`config.mk`:
```
export PLATFORM = sky130hd
export DESIGN_NAME = chi_home_node
export DESIGN_NICKNAME = d
export VERILOG_FILES = /design/src/chi_home_pkg.sv /design/src/chi_req_intake.sv /design/src/chi_directory.sv /design/src/chi_home_ctrl.sv /design/src/chi_resp_out.sv /design/src/chi_home_node.sv
export VERILOG_INCLUDE_DIRS = /design/src
export SDC_FILE = /design/constraint.sdc
export NUM_CORES = 2
export LEC_CHECK = 0
export BUFFER_PORTS_ARGS = -buffer_cell sky130_fd_sc_hd__buf_2
export CAP_MARGIN = 20
export CORE_AREA = 2 2 438 332
export DETAILED_ROUTE_END_ITERATION = 8
export DIE_AREA = 0 0 440 334
export PLACE_DENSITY = 0.51
export SLEW_MARGIN = 20
export SYNTH_ARGS = -nofsm -noshare
export SYNTH_HDL_FRONTEND = slang
export SYNTH_HIERARCHICAL = 1
export SYNTH_SLANG_ARGS = --single-unit
```
`constraint.sdc`:
```
create_clock -name clk -period 5.6 [get_ports clk]
set_clock_uncertainty 0.15 [all_clocks]
set_input_delay 0.28 -clock clk [delete_from_list [all_inputs] [get_ports clk]]
set_output_delay 0.28 -clock clk [all_outputs]
set_load 0.005 [all_outputs]
```
`src/chi_home_macros.svh`:
```
`ifndef CHI_HOME_MACROS_SVH
`define CHI_HOME_MACROS_SVH

// ==============================
// Home node sizing
// ==============================

// Request address width
`define CHI_ADDR_W 32
// Transaction id width
`define CHI_TXN_W 8
// Requesting nodes, also the sharer mask width
`define CHI_NUM_NODES 8
// Node id width
`define CHI_NODE_W 3
// log2 of the cache line size in bytes
`define CHI_LINE_OFS 6
// Directory index width, 64 entries
`define CHI_DIR_IDX_W 6
// Performance counter width
`define CHI_CNT_W 32

`endif

```
`src/chi_home_pkg.sv`:
```
package chi_home_pkg;

  // ==============================
  // Channel opcodes
  // ==============================

  // Coherent read requests from a requesting node
  typedef enum logic [1:0] {
    READ_SHARED = 2'd0,
    READ_UNIQUE = 2'd1
  } chi_req_op_e;

  // Snoops sent by the home node
  typedef enum logic [1:0] {
    SNP_SHARED = 2'd0,
    SNP_UNIQUE = 2'd1
  } chi_snp_op_e;

  // Completion types
  typedef enum logic [1:0] {
    COMP     = 2'd0,
    COMP_ERR = 2'd1
  } chi_resp_op_e;

  // ==============================
  // Directory and controller state
  // ==============================

  // Line state kept per directory entry
  typedef enum logic [1:0] {
    INVALID      = 2'd0,
    SHARED_CLEAN = 2'd1,
    UNIQUE_CLEAN = 2'd2
  } chi_line_state_e;

  // Transaction FSM states
  typedef enum logic [2:0] {
    IDLE      = 3'd0,
    LOOKUP    = 3'd1,
    SNOOP     = 3'd2,
    AWAIT_SNP = 3'd3,
    COMPLETE  = 3'd4,
    ERROR     = 3'd5
  } chi_ctrl_state_e;

endpackage

```
`src/chi_req_intake.sv`:
```
`timescale 1ns/1ps
`include "chi_home_macros.svh"

module chi_req_intake (
  input  logic                          clk,
  input  logic                          rst_n,
  // Request channel from the requesting nodes
  input  logic                          req_valid,
  output logic                          req_ready,
  input  chi_home_pkg::chi_req_op_e     req_op,
  input  logic [`CHI_TXN_W-1:0]         req_txn_id,
  input  logic [`CHI_NODE_W-1:0]        req_src_id,
  input  logic [`CHI_ADDR_W-1:0]        req_addr,
  // Managed address window
  input  logic [`CHI_ADDR_W-1:0]        base_addr,
  input  logic [`CHI_ADDR_W-1:0]        addr_mask,
  input  chi_home_pkg::chi_ctrl_state_e state,
  // To the controller
  output logic                          accept,
  output logic                          in_range,
  // Captured request
  output chi_home_pkg::chi_req_op_e     cur_op,
  output logic [`CHI_TXN_W-1:0]         cur_txn_id,
  output logic [`CHI_NODE_W-1:0]        cur_src_id,
  output logic [`CHI_ADDR_W-1:0]        cur_addr
);

  // ==============================
  // Handshake
  // ==============================

  // Only one transaction in flight, so take a new one only in IDLE
  assign req_ready = (state == chi_home_pkg::IDLE);
  assign accept    = req_valid && req_ready;

  // Window check on the incoming address
  // The controller samples this on the accept cycle to pick LOOKUP or ERROR
  assign in_range = ((req_addr & addr_mask) == (base_addr & addr_mask));

  // ==============================
  // Request capture
  // ==============================

  // Fields stay put until the next accept
  always_ff @(posedge clk) begin
    if (accept) begin
      cur_op     <= req_op;
      cur_txn_id <= req_txn_id;
      cur_src_id <= req_src_id;
      cur_addr   <= req_addr;
    end
  end

endmodule

```
`src/chi_directory.sv`:
```
`timescale 1ns/1ps
`include "chi_home_macros.svh"

module chi_directory (
  input  logic                          clk,
  input  logic                          rst_n,
  input  chi_home_pkg::chi_ctrl_state_e state,
  // Captured request
  input  chi_home_pkg::chi_req_op_e     cur_op,
  input  logic [`CHI_NODE_W-1:0]        cur_src_id,
  input  logic [`CHI_ADDR_W-1:0]        cur_addr,
  // Write strobe from the controller
  input  logic                          dir_update,
  // Lookup results
  output logic                          snoop_needed,
  output logic [`CHI_NUM_NODES-1:0]     snp_tgt_mask,
  output logic                          dir_hit,
  output chi_home_pkg::chi_line_state_e granted_state
);

  // ==============================
  // Storage
  // ==============================

  // Direct mapped, one entry per line index
  logic                          valid_mem   [0:(1 << `CHI_DIR_IDX_W)-1];
  logic [`CHI_NUM_NODES-1:0]     sharers_mem [0:(1 << `CHI_DIR_IDX_W)-1];
  chi_home_pkg::chi_line_state_e state_mem   [0:(1 << `CHI_DIR_IDX_W)-1];

  logic [`CHI_DIR_IDX_W-1:0]     idx;
  logic [`CHI_NUM_NODES-1:0]     req_bit;
  logic [`CHI_NUM_NODES-1:0]     others;
  chi_home_pkg::chi_line_state_e line_state;

  // Index taken just above the line offset
  assign idx        = cur_addr[`CHI_LINE_OFS +: `CHI_DIR_IDX_W];
  assign req_bit    = {{(`CHI_NUM_NODES-1){1'b0}}, 1'b1} << cur_src_id;
  assign line_state = state_mem[idx];

  // Sharers excluding the requester itself
  assign others = sharers_mem[idx] & ~req_bit;

  // ==============================
  // Snoop targets
  // ==============================

  always_comb begin
    snp_tgt_mask = '0;
    if (cur_op == chi_home_pkg::READ_UNIQUE) begin
      // Every other copy must be invalidated
      snp_tgt_mask = others;
    end else if (line_state == chi_home_pkg::UNIQUE_CLEAN) begin
      // Shared read only disturbs a unique owner
      snp_tgt_mask = others;
    end
  end

  assign snoop_needed = |snp_tgt_mask;
  assign dir_hit      = (state == chi_home_pkg::LOOKUP) && valid_mem[idx];

  // State written back on completion
  assign granted_state = (cur_op == chi_home_pkg::READ_UNIQUE) ?
                         chi_home_pkg::UNIQUE_CLEAN : chi_home_pkg::SHARED_CLEAN;

  // ==============================
  // Update
  // ==============================

  always_ff @(posedge clk) begin
    if (!rst_n) begin
      for (int i = 0; i < (1 << `CHI_DIR_IDX_W); i++) begin
        valid_mem[i]   <= 1'b0;
        sharers_mem[i] <= '0;
        state_mem[i]   <= chi_home_pkg::INVALID;
      end
    end else if (dir_update) begin
      valid_mem[idx] <= 1'b1;
      state_mem[idx] <= granted_state;
      if (cur_op == chi_home_pkg::READ_UNIQUE) begin
        // Requester becomes the sole holder
        sharers_mem[idx] <= req_bit;
      end else begin
        sharers_mem[idx] <= sharers_mem[idx] | req_bit;
      end
    end
  end

endmodule

```
`src/chi_home_ctrl.sv`:
```
`timescale 1ns/1ps

module chi_home_ctrl (
  input  logic                          clk,
  input  logic                          rst_n,
  // Request side
  input  logic                          accept,
  input  logic                          in_range,
  // Directory result
  input  logic                          snoop_needed,
  // Channel handshakes
  input  logic                          snp_ready,
  input  logic                          snp_resp_valid,
  input  logic                          resp_ready,
  // Outputs
  output chi_home_pkg::chi_ctrl_state_e state,
  output logic                          dir_update
);

  chi_home_pkg::chi_ctrl_state_e state_nxt;

  // ==============================
  // State register
  // ==============================

  always_ff @(posedge clk) begin
    if (!rst_n) begin
      state <= chi_home_pkg::IDLE;
    end else begin
      state <= state_nxt;
    end
  end

  // ==============================
  // Next state
  // ==============================

  always_comb begin
    state_nxt = state;
    case (state)
      chi_home_pkg::IDLE: begin
        // Range decides between normal flow and error reply
        if (accept) begin
          state_nxt = in_range ? chi_home_pkg::LOOKUP : chi_home_pkg::ERROR;
        end
      end
      chi_home_pkg::LOOKUP: begin
        // Single cycle directory read
        state_nxt = snoop_needed ? chi_home_pkg::SNOOP : chi_home_pkg::COMPLETE;
      end
      chi_home_pkg::SNOOP: begin
        // snp_valid is high for the whole state
        if (snp_ready) begin
          state_nxt = chi_home_pkg::AWAIT_SNP;
        end
      end
      chi_home_pkg::AWAIT_SNP: begin
        // snp_resp_ready is high here
        if (snp_resp_valid) begin
          state_nxt = chi_home_pkg::COMPLETE;
        end
      end
      chi_home_pkg::COMPLETE: begin
        if (resp_ready) begin
          state_nxt = chi_home_pkg::IDLE;
        end
      end
      chi_home_pkg::ERROR: begin
        // No directory write on this path
        if (resp_ready) begin
          state_nxt = chi_home_pkg::IDLE;
        end
      end
      default: begin
        state_nxt = chi_home_pkg::IDLE;
      end
    endcase
  end

  // Directory commits together with the completion handshake
  assign dir_update = (state == chi_home_pkg::COMPLETE) && resp_ready;

endmodule

```
`src/chi_resp_out.sv`:
```
`timescale 1ns/1ps
`include "chi_home_macros.svh"

module chi_resp_out (
  input  logic                          clk,
  input  logic                          rst_n,
  input  chi_home_pkg::chi_ctrl_state_e state,
  input  logic                          accept,
  // Captured request and directory results
  input  chi_home_pkg::chi_req_op_e     cur_op,
  input  logic [`CHI_TXN_W-1:0]         cur_txn_id,
  input  logic [`CHI_NODE_W-1:0]        cur_src_id,
  input  logic [`CHI_ADDR_W-1:0]        cur_addr,
  input  logic [`CHI_NUM_NODES-1:0]     snp_tgt_mask,
  input  logic                          dir_hit,
  input  chi_home_pkg::chi_line_state_e granted_state,
  input  logic                          resp_ready,
  // Snoop channel
  output logic                          snp_valid,
  output chi_home_pkg::chi_snp_op_e     snp_op,
  output logic [`CHI_TXN_W-1:0]         snp_txn_id,
  output logic [`CHI_ADDR_W-1:0]        snp_addr,
  output logic [`CHI_NUM_NODES-1:0]     snp_tgt_mask_out,
  output logic                          snp_resp_ready,
  // Response channel
  output logic                          resp_valid,
  output chi_home_pkg::chi_resp_op_e    resp_op,
  output logic [`CHI_TXN_W-1:0]         resp_txn_id,
  output logic [`CHI_NODE_W-1:0]        resp_tgt_id,
  output chi_home_pkg::chi_line_state_e resp_state,
  // Counters
  output logic [`CHI_CNT_W-1:0]         req_count,
  output logic [`CHI_CNT_W-1:0]         resp_count,
  output logic [`CHI_CNT_W-1:0]         hit_count,
  output logic [`CHI_CNT_W-1:0]         miss_count,
  output logic [`CHI_CNT_W-1:0]         err_count
);

  logic is_lookup;
  logic resp_hs;

  // ==============================
  // Snoop and response channels
  // ==============================

  // Fields come from registered state so they hold steady under back-pressure
  assign snp_valid        = (state == chi_home_pkg::SNOOP);
  assign snp_op           = (cur_op == chi_home_pkg::READ_UNIQUE) ?
                            chi_home_pkg::SNP_UNIQUE : chi_home_pkg::SNP_SHARED;
  assign snp_txn_id       = cur_txn_id;
  assign snp_addr         = cur_addr;
  assign snp_tgt_mask_out = snp_valid ? snp_tgt_mask : '0;
  assign snp_resp_ready   = (state == chi_home_pkg::AWAIT_SNP);

  always_comb begin
    resp_valid  = 1'b0;
    resp_op     = chi_home_pkg::COMP;
    resp_state  = chi_home_pkg::INVALID;
    resp_txn_id = cur_txn_id;
    resp_tgt_id = cur_src_id;
    if (state == chi_home_pkg::COMPLETE) begin
      resp_valid = 1'b1;
      resp_state = granted_state;
    end else if (state == chi_home_pkg::ERROR) begin
      // Out of window, nothing granted
      resp_valid = 1'b1;
      resp_op    = chi_home_pkg::COMP_ERR;
    end
  end

  assign is_lookup = (state == chi_home_pkg::LOOKUP);
  assign resp_hs   = resp_valid && resp_ready;

  // ==============================
  // Counters
  // ==============================

  always_ff @(posedge clk) begin
    if (!rst_n) begin
      req_count  <= '0;
      resp_count <= '0;
      hit_count  <= '0;
      miss_count <= '0;
      err_count  <= '0;
    end else begin
      if (accept) req_count <= req_count + 1'b1;
      if (resp_hs) resp_count <= resp_count + 1'b1;
      // One hit or miss per in-range request
      if (is_lookup && dir_hit) hit_count <= hit_count + 1'b1;
      if (is_lookup && !dir_hit) miss_count <= miss_count + 1'b1;
      if (resp_hs && state == chi_home_pkg::ERROR) begin
        err_count <= err_count + 1'b1;
      end
    end
  end

endmodule

```
`src/chi_home_node.sv`:
```
`timescale 1ns/1ps
`include "chi_home_macros.svh"

module chi_home_node (
  input  logic                          clk,
  input  logic                          rst_n,
  input  logic [`CHI_ADDR_W-1:0]        base_addr,
  input  logic [`CHI_ADDR_W-1:0]        addr_mask,
  // Request channel
  input  logic                          req_valid,
  output logic                          req_ready,
  input  chi_home_pkg::chi_req_op_e     req_op,
  input  logic [`CHI_TXN_W-1:0]         req_txn_id,
  input  logic [`CHI_NODE_W-1:0]        req_src_id,
  input  logic [`CHI_ADDR_W-1:0]        req_addr,
  // Snoop channel and its response
  output logic                          snp_valid,
  input  logic                          snp_ready,
  output chi_home_pkg::chi_snp_op_e     snp_op,
  output logic [`CHI_TXN_W-1:0]         snp_txn_id,
  output logic [`CHI_ADDR_W-1:0]        snp_addr,
  output logic [`CHI_NUM_NODES-1:0]     snp_tgt_mask,
  input  logic                          snp_resp_valid,
  output logic                          snp_resp_ready,
  // Response channel
  output logic                          resp_valid,
  input  logic                          resp_ready,
  output chi_home_pkg::chi_resp_op_e    resp_op,
  output logic [`CHI_TXN_W-1:0]         resp_txn_id,
  output logic [`CHI_NODE_W-1:0]        resp_tgt_id,
  output chi_home_pkg::chi_line_state_e resp_state,
  // Counters
  output logic [`CHI_CNT_W-1:0]         req_count,
  output logic [`CHI_CNT_W-1:0]         resp_count,
  output logic [`CHI_CNT_W-1:0]         hit_count,
  output logic [`CHI_CNT_W-1:0]         miss_count,
  output logic [`CHI_CNT_W-1:0]         err_count
);

  // ==============================
  // Internal nets
  // ==============================

  chi_home_pkg::chi_ctrl_state_e state;
  chi_home_pkg::chi_req_op_e     cur_op;
  chi_home_pkg::chi_line_state_e granted_state;
  logic                          accept;
  logic                          in_range;
  logic [`CHI_TXN_W-1:0]         cur_txn_id;
  logic [`CHI_NODE_W-1:0]        cur_src_id;
  logic [`CHI_ADDR_W-1:0]        cur_addr;
  logic                          snoop_needed;
  logic                          dir_hit;
  logic                          dir_update;
  // Raw target mask from the directory
  logic [`CHI_NUM_NODES-1:0]     dir_tgt_mask;

  chi_req_intake u_intake (
    .clk        (clk),
    .rst_n      (rst_n),
    .req_valid  (req_valid),
    .req_ready  (req_ready),
    .req_op     (req_op),
    .req_txn_id (req_txn_id),
    .req_src_id (req_src_id),
    .req_addr   (req_addr),
    .base_addr  (base_addr),
    .addr_mask  (addr_mask),
    .state      (state),
    .accept     (accept),
    .in_range   (in_range),
    .cur_op     (cur_op),
    .cur_txn_id (cur_txn_id),
    .cur_src_id (cur_src_id),
    .cur_addr   (cur_addr)
  );

  chi_directory u_dir (
    .clk           (clk),
    .rst_n         (rst_n),
    .state         (state),
    .cur_op        (cur_op),
    .cur_src_id    (cur_src_id),
    .cur_addr      (cur_addr),
    .dir_update    (dir_update),
    .snoop_needed  (snoop_needed),
    .snp_tgt_mask  (dir_tgt_mask),
    .dir_hit       (dir_hit),
    .granted_state (granted_state)
  );

  chi_home_ctrl u_ctrl (
    .clk            (clk),
    .rst_n          (rst_n),
    .accept         (accept),
    .in_range       (in_range),
    .snoop_needed   (snoop_needed),
    .snp_ready      (snp_ready),
    .snp_resp_valid (snp_resp_valid),
    .resp_ready     (resp_ready),
    .state          (state),
    .dir_update     (dir_update)
  );

  chi_resp_out u_out (
    .clk              (clk),
    .rst_n            (rst_n),
    .state            (state),
    .accept           (accept),
    .cur_op           (cur_op),
    .cur_txn_id       (cur_txn_id),
    .cur_src_id       (cur_src_id),
    .cur_addr         (cur_addr),
    .snp_tgt_mask     (dir_tgt_mask),
    .dir_hit          (dir_hit),
    .granted_state    (granted_state),
    .resp_ready       (resp_ready),
    .snp_valid        (snp_valid),
    .snp_op           (snp_op),
    .snp_txn_id       (snp_txn_id),
    .snp_addr         (snp_addr),
    .snp_tgt_mask_out (snp_tgt_mask),
    .snp_resp_ready   (snp_resp_ready),
    .resp_valid       (resp_valid),
    .resp_op          (resp_op),
    .resp_txn_id      (resp_txn_id),
    .resp_tgt_id      (resp_tgt_id),
    .resp_state       (resp_state),
    .req_count        (req_count),
    .resp_count       (resp_count),
    .hit_count        (hit_count),
    .miss_count       (miss_count),
    .err_count        (err_count)
  );

endmodule

```
==> key figures <==
Yosys
  – Largest family of logic cells by synthesized area: simple AND/OR/NAND/NOR gates
  – Count leader, synth: nor2_1
  – Adder-cell share of the synthesized area: 0.1520%
  – Multiplexer area fraction after synthesis: 5.221%
  – #FFs+latches synth: 912
  – Yosys cell types: between 80 and 90
  – Gate Count Post-Synth: 3,722
  – Post-synth EDFFs: 685
  – Commonest cells post-synth: nor2_1 (746), edfxtp_1 (685), nand2_1 (461)
  – Largest area contributor in the netlist: edfxtp_1
  – YS warnings: 6
  – Synthesized area: 41,150 um^2
  – Asr flop ratio synth: 0%
  – Compound-cell area share of the yosys netlist: just over 9%
  – Synth area leaders: edfxtp_1 (50%), dfxtp_1 (11%), nor2_1 (6.8%)
  – Main synth FF type: edfxtp_1
  – Register area share after synthesis: 61.04%
  – Synth Area in XOR/XNOR: 1.618%
  – Syn avg cell area: 11.05 um^2
  – Simple-Gate Fraction of Synth Area: between 10% and 20%
  – Post-synth top area share: 49.99%

Critical path
  – Worst path slowest cell: nor2b_1
  – Critical Path Max Stage Delay: ~830 ps
  – Worst path depth: 11
  – Cells on worst reg2reg path: 14
  – Worst reg2reg path endpoint: u_ctrl/state[2]$_SDFFE_PN0P_
  – CP max FO: 40
  – Crit Path Category: flip-flop to primary output
  – Setup crit end kind: primary output
  – WP data required: between 5000 and 6000 ps
  – CP endpoint: snp_tgt_mask[7]
  – Worst setup path startpoint: u_intake/cur_addr[8]$_DFFE_PP_
  – Worst R2R Setup Slack: between 400 and 500 ps
  – Worst r2r src: u_intake/cur_addr[8]$_DFFE_PP_
  – Bufs and invs on worst path: 3
  – Worst setup SP type: flip-flop
  – CP arrival: 5050 ps
  – Cell Chain, Critical Path: buf_12, nor2b_1, buf_4, a22oi_1, o22ai_1, a32oi_1, o211ai_1, a31oi_2, a311oi_1, and2_1, buf_2
  – Cell family with most CP delay: compound AO/OA/AOI/OAI gates

STA
  – Worst relative slew slack: 28.66%
  – Max-slew violation count: 0
  – Fin. Hold Viols: 0
  – Setup Viol. Count Final: 0
  – Fin crit share: 97.91%
  – TNS Setup: 0 ps
  – RSZ-0062 raised after global routing: no
  – Max Freq: about 180 MHz
  – Slew @ Worst Pin: 1065 ps
  – Min cycle time layout: 5483 ps
  – Final Hold Slack: 137.3 ps

Power
  – Total power: roughly 18,000 uW
  – Leakage: 0.01754 uW
  – Worst vdd ir: roughly 0.23 mV
  – PD cells: 373.0 nW/um^2

Finish
  – Storage cell area: approximately 25,000 um^2
  – Nets: 4,114
  – FILL cells: 14,320
  – Area growth, synth to finish: 17.91%
  – Multi-input gate area: 14,220 um^2
  – Final core utilization: 33.84%
  – Share of layout cells above drive strength 1: 18.84%
  – Final non-filler cell total: 5,984

Hold path
  – Hold Path Class: input pin to flip-flop
  – Hold Crit Start: req_txn_id[2]

Clock tree
  – CTS Root Buffer Type: clkbuf_16
  – CTS max path bufs: 3
  – Post-CTS Repair Setup Buffers: 0
  – CTS tree: done
  – Max H-tree Level: 3
  – TritonCTS buffer count: 100
  – CTS Sinks: 912
  – Worst-path clk slew: approximately 60 ps
  – Worst skew pair latency: 720 ps

GRT
  – Pin count of the biggest net entering global routing: 141
  – First-pass GRT wire length: between 200,000 and 250,000 um
  – Initial antenna violation count: 11
  – GRT overflow: 0
  – Vias in the first global route: 29,740
  – Total GRT Usage: 19.74%

Floorplan
  – Die width: roughly 440 um
  – CORE AREA: ~140,000 um^2
  – Die Ht: 334 um
  – I/O pin cnt: between 300 and 400
  – Rows: between 100 and 150
  – Die ar.: 147,000 um^2
  – Initial Util: 28.70%

Place
  – Dpl hpwl: 100,500 um
  – Dpl cells: ~5,700
  – Final GP Congestion: 0.9007
  – Input/output buffers: about 340

Routing
  – 1st-iter DRT viols: 3,897
  – Antenna Nets Post-Route: 0
  – Vias per cell: 5.337
  – WL final: 149,000 um
  – Routed via count: 31,940
  – # DRC: 0
  – First-pass detailed-route iteration total: 6
  – Routed WL per cell: 24.90 um

Flow run
  – Max-capacitance violation count: 0

Run status
  – Status: finished clean
repair_timing:
item                                    CTS  global route
endpoints found under the setup margin    0             5
hold buffers                             49             0
resized for setup                         0             1
endpoints found under the hold margin    82             0
worst reg2reg max path: stages (launching register included):
cell and delay [ps]:
edfxtp_1 700, buf_12 330, nor2b_1 850, buf_4 360, a221oi_1 110, o22ai_1 520
a21oi_1 220, nand4_1 190, o21a_1 250, a21oi_1 60, a41oi_1 510, buf_4 200
and3b_2 180, and3b_1 170, a22o_1 220
registers in the layout, summed over array words and instances, names as in the netlist:
register             count
u_intake/cur_src_id      3
u_out/hit_count         32
u_dir/state_mem        128
u_out/miss_count        32
u_intake/cur_op          2
u_dir/valid_mem         64
u_ctrl/state             3
u_out/req_count         32
u_out/resp_count        32
u_intake/cur_addr       32
u_out/err_count         32
u_intake/cur_txn_id      8
u_dir/sharers_mem      512
layout make-up:
cell class              instances  share of cell area (%)
diodes                          2                 0.01032
clock buffers                 136                   5.749
clock inverters                48                  0.9491
inverters                      28                  0.2295
multi-input cells            2419                   29.31
flip-flops and latches        912                   51.77
well taps                    1906                   4.916
repair buffers                533                   7.072
cell usage in the layout (no fill, tap or decap), types with 61 or more instances in the layout:
master,Yosys,routed
nor2_1,746,745
edfxtp_1,685,685
nand2_1,461,461
buf_2,80,340
dfxtp_1,227,227
buf_4,70,131
a22oi_1,115,115
a21oi_1,114,114
clkbuf_16,0,103
a221oi_1,79,79
mux2i_1,65,65
o21ai_0,65,65
nand3_1,63,63
or4_1,61,61
through the flow:
stage,setup WS (ps),area (um^2)
floorplan,1418,41150
global placement,651.2,44760
detailed placement,613.0,44770
CTS,161.9,48510
global route,8.969,48510
finish,116.9,48510
where the power goes:
part	switching [uW]	leakage (uW)	total, uW	internal, uW
combinational	2600	0.00709	3680	1080
clock	2840	0.00159	6690	3850
sequential	175	0.00886	7730	7550
worst min path at each step:
stage / end / slack [ps] / depth (start not counted)
6_report: u_intake/cur_txn_id[2]$_DFFE_PP_ / 140 / 2
5_1_grt: u_intake/cur_txn_id[2]$_DFFE_PP_ / 100 / 2
4_1_cts: u_intake/cur_txn_id[6]$_DFFE_PP_ / 70 / 2
3_5_place_dp: u_dir/valid_mem[44]$_DFF_P_ / 290 / 2
3_3_place_gp: u_dir/valid_mem[26]$_DFF_P_ / 290 / 2
2_1_floorplan: u_intake/cur_addr[0]$_DFFE_PP_ / 230 / 0
routing by layer:
layer / GRT usage, % / part of all wire [%]
met1: 29.05 / 44
met2: 28.89 / 43
met3: 4.744 / 10
met4: 4.882 / 2.6
met5: 0 / 0.034
cell families (layout without fill, tap and decap cells):
kind of cell	Yosys count	in the layout
buffers and inverters	392	745
multiplexers	156	156
AND/OR/NAND/NOR	1641	1641
AO/OA/AOI/OAI	539	539
adder cells (fa/ha/maj)	5	5
XOR/XNOR	76	76
flip-flops	912	912
other	1	4
No activity file was read; power rests on OpenSTA's default activity.
